--- config.mk ---
export PLATFORM = sky130hd
export DESIGN_NAME = cpuCore
export DESIGN_NICKNAME = d
export VERILOG_FILES = /design/src/rtl/isaPkg.sv /design/src/rtl/corePkg.sv /design/src/rtl/cpuCore.sv /design/src/rtl/coreSequencer.sv /design/src/rtl/registerFile.sv /design/src/rtl/executeInstruction.sv /design/src/rtl/alu.sv /design/src/rtl/controlDecode.sv
export SDC_FILE = /design/constraint.sdc
export NUM_CORES = 1
export LEC_CHECK = 0
export ABC_AREA = 0
export BUFFER_PORTS_ARGS = -buffer_cell sky130_fd_sc_hd__buf_2
export CELL_PAD_IN_SITES_DETAIL_PLACEMENT = 0
export CELL_PAD_IN_SITES_GLOBAL_PLACEMENT = 1
export CORE_UTILIZATION = 52
export DETAILED_ROUTE_END_ITERATION = 8
export PLACE_DENSITY = 0.9
export SYNTH_ARGS = -nofsm -noshare
export SYNTH_HDL_FRONTEND = slang
export SYNTH_SLANG_ARGS = --single-unit
--- constraint.sdc ---
create_clock -name clk -period 9.88 [get_ports clk]
set_input_delay 1.482 -clock clk [delete_from_list [all_inputs] [get_ports clk]]
set_output_delay 1.482 -clock clk [all_outputs]
set_load 0.02 [all_outputs]
--- src/rtl/isaPkg.sv ---
// ISA definitions for the 16-bit teaching core
// Opcode and funct encodings, instruction fields and decode select codes
`default_nettype none

package isaPkg;

	// Supported opcodes, anything else decodes as NOP
	typedef enum logic [4:0] {
		opNop   = 5'b00001,
		opJ     = 5'b00100,
		opJr    = 5'b00101,
		opJal   = 5'b00110,
		opJalr  = 5'b00111,
		opAddi  = 5'b01000,
		opSubi  = 5'b01001,
		opXori  = 5'b01010,
		opAndni = 5'b01011,
		opBeqz  = 5'b01100,
		opBnez  = 5'b01101,
		opBltz  = 5'b01110,
		opBgez  = 5'b01111,
		opLbi   = 5'b11000,
		opRType = 5'b11011
	} opcodeType;

	// Register group operation in the low two bits
	typedef enum logic [1:0] {
		functAdd  = 2'b00,
		functSub  = 2'b01,
		functXor  = 2'b10,
		functAndn = 2'b11
	} functType;

	// Field view of one instruction word, immediates overlap the low fields
	typedef struct packed {
		logic [4:0] opcode;
		logic [2:0] rs;
		logic [2:0] rt;
		logic [2:0] rd;
		logic [1:0] funct;
	} instrWord;

	// Destination register select
	typedef enum logic [1:0] {
		dstRd = 2'b00,
		dstRt = 2'b01,
		dstRs = 2'b10,
		dstR7 = 2'b11
	} regDstSel;

	// Immediate select, low bit is a don't care for the signed forms
	typedef enum logic [2:0] {
		immZext5  = 3'b000,
		immZext8  = 3'b001,
		immSext5  = 3'b010,
		immSext8  = 3'b100,
		immSext11 = 3'b110
	} immSelType;

	// ALU operation after optional operand inversion
	typedef enum logic [1:0] {
		aluAdd   = 2'b00,
		aluXor   = 2'b01,
		aluAnd   = 2'b10,
		aluPassB = 2'b11
	} aluOpType;

endpackage

`default_nettype wire
--- src/rtl/corePkg.sv ---
// Core-internal types
// Control bundle, execute result and sequencer states
`default_nettype none

package corePkg;

	import isaPkg::*;

	// Decoded control for one instruction
	typedef struct packed {
		regDstSel  regDst;
		immSelType immSel;
		// Second ALU operand from Rt instead of the immediate
		logic      aluSrcReg;
		logic      invA;
		logic      invB;
		logic      cin;
		aluOpType  aluOp;
		// Branch on Rs, second operand forced to zero
		logic      branching;
		// pc+2 plus immediate
		logic      jumpImm;
		// Rs plus sign-extended 8
		logic      jumpReg;
		// Write pc+2 into R7
		logic      linkR7;
		logic      regWrite;
	} ctrlBundle;

	// Everything writeback needs
	typedef struct packed {
		logic [15:0] result;
		logic [15:0] nextPc;
		logic [2:0]  writeReg;
		logic        writeEn;
	} execResult;

	// One state per instruction phase
	typedef enum logic [1:0] {
		seqIdle      = 2'b00,
		seqDecode    = 2'b01,
		seqExecute   = 2'b10,
		seqWriteback = 2'b11
	} seqState;

endpackage

`default_nettype wire

--- src/rtl/cpuCore.sv ---
// Multicycle execute core top level
// Holds pc and the stage registers, writes back on commit
`timescale 1ns/1ps
`default_nettype none

module cpuCore
	import isaPkg::*;
	import corePkg::*;
(
	input  logic        clk,
	input  logic        reset,
	input  logic        start,
	input  logic [15:0] instr,
	output logic [15:0] pc,
	output logic        busy,
	output logic        done,
	output logic        wbEn,
	output logic [2:0]  wbReg,
	output logic [15:0] wbData
);

	logic        latchInstr;
	logic        latchOperands;
	logic        latchResult;
	logic        commit;
	instrWord    instrReg;
	ctrlBundle   ctrl;
	logic [15:0] regA;
	logic [15:0] regB;
	logic [15:0] opA;
	logic [15:0] opB;
	logic [15:0] pcPlus2;
	execResult   exec;
	execResult   resReg;

	coreSequencer sequencer (
		.clk(clk),
		.reset(reset),
		.start(start),
		.latchInstr(latchInstr),
		.latchOperands(latchOperands),
		.latchResult(latchResult),
		.commit(commit),
		.busy(busy),
		.done(done)
	);

	controlDecode decoder (
		.instr(instrReg),
		.ctrl(ctrl)
	);

	// Write port fires only on the commit edge
	registerFile regFile (
		.clk(clk),
		.reset(reset),
		.readA(instrReg.rs),
		.readB(instrReg.rt),
		.dataA(regA),
		.dataB(regB),
		.writeEn(commit && resReg.writeEn),
		.writeAddr(resReg.writeReg),
		.writeData(resReg.result)
	);

	// pc holds still until commit
	assign pcPlus2 = pc + 16'd2;

	executeInstruction execute (
		.instr(instrReg),
		.ctrl(ctrl),
		.a(opA),
		.b(opB),
		.pcPlus2(pcPlus2),
		.res(exec)
	);

	// Stage registers
	always_ff @(posedge clk) begin
		if (latchInstr) begin
			instrReg <= instr;
		end
		if (latchOperands) begin
			opA <= regA;
			opB <= regB;
		end
		if (latchResult) begin
			resReg <= exec;
		end
		// Writeback view, valid while done is high
		if (commit) begin
			wbReg <= resReg.writeReg;
			wbData <= resReg.result;
		end
	end

	always_ff @(posedge clk) begin
		if (reset) begin
			pc <= 16'h0000;
			wbEn <= 1'b0;
		end else begin
			wbEn <= commit && resReg.writeEn;
			if (commit) begin
				pc <= resReg.nextPc;
			end
		end
	end

endmodule

`default_nettype wire

--- src/rtl/coreSequencer.sv ---
// Instruction sequencer
// Steps idle, decode, execute, writeback with one load strobe per step
`timescale 1ns/1ps
`default_nettype none

module coreSequencer
	import corePkg::*;
(
	input  logic clk,
	input  logic reset,
	input  logic start,
	output logic latchInstr,
	output logic latchOperands,
	output logic latchResult,
	output logic commit,
	output logic busy,
	output logic done
);

	seqState state;
	seqState nextState;

	// Start only counts in idle
	assign latchInstr = (state == seqIdle) && start;
	assign latchOperands = (state == seqDecode);
	assign latchResult = (state == seqExecute);
	assign commit = (state == seqWriteback);
	assign busy = (state != seqIdle);

	always_comb begin
		case (state)
			seqIdle:    nextState = start ? seqDecode : seqIdle;
			seqDecode:  nextState = seqExecute;
			seqExecute: nextState = seqWriteback;
			default:    nextState = seqIdle;
		endcase
	end

	always_ff @(posedge clk) begin
		if (reset) begin
			state <= seqIdle;
			done <= 1'b0;
		end else begin
			state <= nextState;
			// Pulse in the cycle after the commit edge
			done <= commit;
		end
	end

endmodule

`default_nettype wire

--- src/rtl/registerFile.sv ---
// Eight 16-bit registers
// Two combinational read ports and one synchronous write port
`timescale 1ns/1ps
`default_nettype none

module registerFile (
	input  logic        clk,
	input  logic        reset,
	input  logic [2:0]  readA,
	input  logic [2:0]  readB,
	output logic [15:0] dataA,
	output logic [15:0] dataB,
	input  logic        writeEn,
	input  logic [2:0]  writeAddr,
	input  logic [15:0] writeData
);

	logic [15:0] regs [8];

	// R0 is an ordinary register
	always_ff @(posedge clk) begin
		if (reset) begin
			for (int i = 0; i < 8; i++) begin
				regs[i] <= 16'h0000;
			end
		end else if (writeEn) begin
			regs[writeAddr] <= writeData;
		end
	end

	assign dataA = regs[readA];
	assign dataB = regs[readB];

endmodule

`default_nettype wire

--- src/rtl/executeInstruction.sv ---
// Execute stage
// Picks operands and immediate, runs the ALU, resolves branches and jumps
`timescale 1ns/1ps
`default_nettype none

module executeInstruction
	import isaPkg::*;
	import corePkg::*;
(
	input  instrWord    instr,
	input  ctrlBundle   ctrl,
	input  logic [15:0] a,
	input  logic [15:0] b,
	input  logic [15:0] pcPlus2,
	output execResult   res
);

	logic [15:0] raw;
	logic [15:0] zext5;
	logic [15:0] zext8;
	logic [15:0] sext5;
	logic [15:0] sext8;
	logic [15:0] sext11;
	logic [15:0] imm;
	logic [15:0] aluB;
	logic [15:0] aluResult;
	logic        zeroFlag;
	logic        posFlag;
	logic        negFlag;
	logic        branchTaken;
	logic [15:0] pcOffset;

	// Immediates are cut from the flat word
	assign raw = instr;
	assign zext5 = {11'b0, raw[4:0]};
	assign zext8 = {8'b0, raw[7:0]};
	assign sext5 = {{11{raw[4]}}, raw[4:0]};
	assign sext8 = {{8{raw[7]}}, raw[7:0]};
	assign sext11 = {{5{raw[10]}}, raw[10:0]};

	always_comb begin
		casez (ctrl.immSel)
			3'b000:  imm = zext5;
			3'b001:  imm = zext8;
			3'b01?:  imm = sext5;
			3'b10?:  imm = sext8;
			default: imm = sext11;
		endcase
	end

	// Zero for branches so the flags reflect Rs alone
	assign aluB = ctrl.branching ? 16'h0000 : (ctrl.aluSrcReg ? b : imm);

	alu mainAlu (
		.a(a),
		.b(aluB),
		.cin(ctrl.cin),
		.invA(ctrl.invA),
		.invB(ctrl.invB),
		.op(ctrl.aluOp),
		.result(aluResult),
		.zero(zeroFlag),
		.pos(posFlag),
		.neg(negFlag)
	);

	// Condition in the low opcode bits, BEQZ BNEZ BLTZ BGEZ
	always_comb begin
		case (instr.opcode[1:0])
			2'b00:   branchTaken = zeroFlag;
			2'b01:   branchTaken = !zeroFlag;
			2'b10:   branchTaken = negFlag;
			default: branchTaken = zeroFlag || posFlag;
		endcase
		branchTaken = branchTaken && ctrl.branching;
	end

	// Same immediate serves jumps and taken branches
	assign pcOffset = (ctrl.jumpImm || branchTaken) ? imm : 16'h0000;

	always_comb begin
		res.nextPc = ctrl.jumpReg ? (a + sext8) : (pcPlus2 + pcOffset);
		// Link jumps return to the instruction after the jump
		res.result = ctrl.linkR7 ? pcPlus2 : aluResult;
		res.writeEn = ctrl.regWrite;
		case (ctrl.regDst)
			dstRd:   res.writeReg = instr.rd;
			dstRt:   res.writeReg = instr.rt;
			dstRs:   res.writeReg = instr.rs;
			default: res.writeReg = 3'd7;
		endcase
	end

endmodule

`default_nettype wire

--- src/rtl/alu.sv ---
// 16-bit ALU
// Optional operand inversion, then add with carry, xor, and, or pass b
`timescale 1ns/1ps
`default_nettype none

module alu
	import isaPkg::*;
(
	input  logic [15:0] a,
	input  logic [15:0] b,
	input  logic        cin,
	input  logic        invA,
	input  logic        invB,
	input  aluOpType    op,
	output logic [15:0] result,
	output logic        zero,
	output logic        pos,
	output logic        neg
);

	logic [15:0] opA;
	logic [15:0] opB;

	// Inversion happens before every operation
	assign opA = invA ? ~a : a;
	assign opB = invB ? ~b : b;

	always_comb begin
		case (op)
			aluAdd:   result = opA + opB + {15'b0, cin};
			aluXor:   result = opA ^ opB;
			// ANDN comes from invB on top of the plain and
			aluAnd:   result = opA & opB;
			default:  result = opB;
		endcase
	end

	// Flags describe the result as a signed value
	assign zero = (result == 16'h0000);
	assign neg = result[15];
	assign pos = !zero && !result[15];

endmodule

`default_nettype wire

--- src/rtl/controlDecode.sv ---
// Instruction decoder
// Maps opcode and funct onto the control bundle, unknown opcodes act as NOP
`timescale 1ns/1ps
`default_nettype none

module controlDecode
	import isaPkg::*;
	import corePkg::*;
(
	input  instrWord  instr,
	output ctrlBundle ctrl
);

	always_comb begin
		// NOP defaults, no write, no pc change beyond pc+2
		ctrl = '0;
		ctrl.regDst = dstRd;
		ctrl.immSel = immZext5;
		ctrl.aluOp = aluAdd;

		case (instr.opcode)
			opAddi: begin
				ctrl.regDst = dstRt;
				ctrl.immSel = immSext5;
				ctrl.regWrite = 1'b1;
			end
			opSubi: begin
				// imm - Rs as ~Rs + imm + 1
				ctrl.regDst = dstRt;
				ctrl.immSel = immSext5;
				ctrl.invA = 1'b1;
				ctrl.cin = 1'b1;
				ctrl.regWrite = 1'b1;
			end
			opXori: begin
				ctrl.regDst = dstRt;
				ctrl.immSel = immZext5;
				ctrl.aluOp = aluXor;
				ctrl.regWrite = 1'b1;
			end
			opAndni: begin
				ctrl.regDst = dstRt;
				ctrl.immSel = immZext5;
				ctrl.aluOp = aluAnd;
				ctrl.invB = 1'b1;
				ctrl.regWrite = 1'b1;
			end
			opBeqz, opBnez, opBltz, opBgez: begin
				ctrl.immSel = immSext8;
				ctrl.branching = 1'b1;
			end
			opLbi: begin
				ctrl.regDst = dstRs;
				ctrl.immSel = immSext8;
				ctrl.aluOp = aluPassB;
				ctrl.regWrite = 1'b1;
			end
			opRType: begin
				ctrl.regDst = dstRd;
				ctrl.aluSrcReg = 1'b1;
				ctrl.regWrite = 1'b1;
				case (instr.funct)
					functSub: begin
						// Rt - Rs
						ctrl.invA = 1'b1;
						ctrl.cin = 1'b1;
					end
					functXor: ctrl.aluOp = aluXor;
					functAndn: begin
						ctrl.aluOp = aluAnd;
						ctrl.invB = 1'b1;
					end
					default: ctrl.aluOp = aluAdd;
				endcase
			end
			opJ: begin
				ctrl.immSel = immSext11;
				ctrl.jumpImm = 1'b1;
			end
			opJal: begin
				ctrl.immSel = immSext11;
				ctrl.jumpImm = 1'b1;
				ctrl.regDst = dstR7;
				ctrl.linkR7 = 1'b1;
				ctrl.regWrite = 1'b1;
			end
			opJr: ctrl.jumpReg = 1'b1;
			opJalr: begin
				ctrl.jumpReg = 1'b1;
				ctrl.regDst = dstR7;
				ctrl.linkR7 = 1'b1;
				ctrl.regWrite = 1'b1;
			end
			default: begin
				// NOP and unsupported opcodes keep the defaults
			end
		endcase
	end

endmodule

`default_nettype wire

==> results.cfg <==
[cells_and_area]
drive_gt1_frac = 0.195
fin_nets = 1306
multi_input_comb_area_um2 = 6930
seq_area_um2 = 7340
final_common_cell = edfxtp_1
final_cells = 1629
fin_util = 0.579
design_area_um2 = 16000
nFillCells = 2237
layout.cells.most_common_list = 231 x edfxtp_1, 140 x and2_1, 84 x nor2_1
syn2layout_area_growth_pct = 9.80

[clocking]
cts_tree = done
cts_setup_buffers = 0
root_buffer = clkbuf_16
path_clk_slew_ns = 0.06
clk_latency_ns = 0.56
cts_max_level = 1
cts_buffers = 26
cts_resized = 0
clock_sinks = 251
ctsHoldBuffers = 0
clk_path_buf_depth = 3

[global_route]
grt_max_degree = 38
grt_overflow = 0
track_usage = 0.268
grt_most_used_layer = met2
use_met1 = 0.367
grtUsageMet2 = 0.440
grt_antenna_before_repair = 2
met3_usage = 0.0396
first_global_vias = 9873
grt_pass1_wl_um = 57600

[worst_setup_path]
critPathRequiredTime_ns = 10.16
cp.arrival_ns = 8.84
cp_slowest_cell = edfxtp_1
slowest_delay_ns = 0.55
cp-start-kind = flop
cpLargestDelayFamily = compound AO/OA/AOI/OAI gates
endpoint_kind = flop
crit_type = reg -> reg
critPathBufInv = 0
critPathMaxFanout = 13

[synth]
syn_nets = 1263
yosysTopAreaCellShare = 0.475
synth_cell_types = 77
ys_seq_area_frac = 0.502
synthArstFlopShare = 0
synth_edf_count = 231
synth_area_per_cell_um2 = 12.3
synth_area_um2 = 14600
synth.top_cells.by_area = edfxtp_1 47%, mux4_2 9.9%, and2_1 6.0%
yosys_warnings = 0
synth_cells = 1190
yosysTopAreaCell = edfxtp_1
synthFlopType = edfxtp_1
synth-seq-cells = 251

[placed_design]
gp_congestion = 0.950
postPlaceCellArea_um2 = 15300
place_hpwl_um = 24800
dpl.cell_count = 1583
port_buffers = 56

[worst_hold_path]
hold_path.class = reg -> reg

[power_and_ir_drop]
p_leak_nw = 6.00
pwr-share-seq = 0.447
power.internal_mw = 2.08
peakVddDrop_uv = 128
power.density_nw_per_um2 = 187
power.switching_uw = 928
comb_power_share = 0.248
clkPwrFrac = 0.305
swShare = 0.308

[routing]
routedWlPerCell_um = 23.4
first_pass_iters = 5
routed_wl_um = 38100
drc = 0
ant_nets = 0
drtIter0Drc = 1156
vias = 10100
via_per_inst = 6.23

[sta]
slew_violations = 0
timing.fmax_mhz = 117
setup-violations-final = 0
rsz0062_at_grt = false
min_period_ns = 8.56
fin_skew_ns = 0.00871
hold_viol = 0
timing.hold.ws_ns = 0.484
worstMarginPinSlew_ns = 1.32
finalCritPeriodShare = 0.866
relSlewSlack = 0.118
fin_setup_tns_ns = 0

[floorplanning]
die_h_um = 170
placeableCoreArea_um2 = 27700
dieArea_um2 = 28800
initial_core_util = 0.528
rows = 61
die_w_um = 170
boundaryPins = 57

[run]
max-cap-violations = 0

[run_status]
status = finished clean
## flip-flops by register name (all words and copies together), names as in the netlist
signal and flops:
sequencer.state 2, pc 16, wbData 16, instrReg 16, resReg 36, wbReg 3, opA 16, sequencer.done 1
wbEn 1, opB 16, regFile.regs 128
## power by group through the flow
stage,Clock (mW),Combinational (mW),Sequential (mW)
after floorplan,0,0.543,1.33
after global placement,0,0.725,1.36
final,0.918,0.746,1.34
after CTS,0.932,0.736,1.34
after detailed placement,0,0.728,1.36
after global routing,0.965,0.802,1.35
## final cells by class
cell class	count	share of cell area
multi-input cells	853	0.432
flip-flops and latches	251	0.457
inverters	26	0.00608
clock buffers	32	0.0419
well taps	378	0.0295
clock inverters	13	0.00686
diodes	1	0.000156
repair buffers	75	0.0264
## path summary, 6_finish.rpt
kind | from | end | slack, ns | depth (start not counted)
max reg2reg | instrReg[14] | resReg[18] | 1.32 | 36
min reg2reg | resReg[8] | pc[4] | 0.48 | 2
min | resReg[8] | pc[4] | 0.48 | 2
max | instrReg[14] | resReg[18] | 1.32 | 36
## metrics by stage
stage          power, mW  setup WS, ns
2_1_floorplan       1.87          2.95
3_3_place_gp        2.08          1.93
3_5_place_dp        2.09          1.54
4_1_cts             3.01          1.49
5_1_grt             3.12         0.704
6_report            3.01          1.32
## cell families (layout without fill, tap and decap cells)
logic type,after synthesis,count (layout),share of synthesized area
and+or+nand+nor,410,410,0.150
muxes,129,129,0.147
adders and majority gates,54,54,0.0478
other,0,1,0
DFF,251,251,0.502
AOI/OAI and AO/OA,187,187,0.0854
xor gates and xnor gates,73,73,0.0437
buffers and inverters,86,146,0.0241
## worst register-to-register path, delay by kind of cell (launching register included)
family          cells  cell delay (ns)
xor+xnor            2             0.32
mux                 3             0.75
compound gates     16             3.23
fa+ha+maj           3             1.00
simple gates       12             2.43
flops               1             0.55
## routing by layer
metal,part of all wire,up-vias
met3,0.087,85
met2,0.47,482
met4,0.027,0
met5,0,-
li1,-,4551
met1,0.41,5024
## cell usage after synthesis, types with 4 or more instances
master    number
a211o_1        6
a211oi_1       6
a21o_1         9
a21oi_1       47
a221oi_1       6
a31oi_1        8
and2_1       140
and3_1        10
buf_1          7
buf_2          8
clkbuf_1      42
dfxtp_1       20
edfxtp_1     231
ha_1          51
inv_1         26
mux2_2        40
mux2i_1       24
mux4_2        64
nand2_1       62
nand2b_1       8
nand3_1       27
nand4_1        4
nor2_1        84
nor2b_1       11
nor3_1        24
o21a_1         5
o21ai_0       43
o21bai_1       8
o22ai_1        7
o31ai_1        4
or2_2         11
or3_1          9
xnor2_1       56
xor2_1        17
Power figures use the tool's default switching activity.
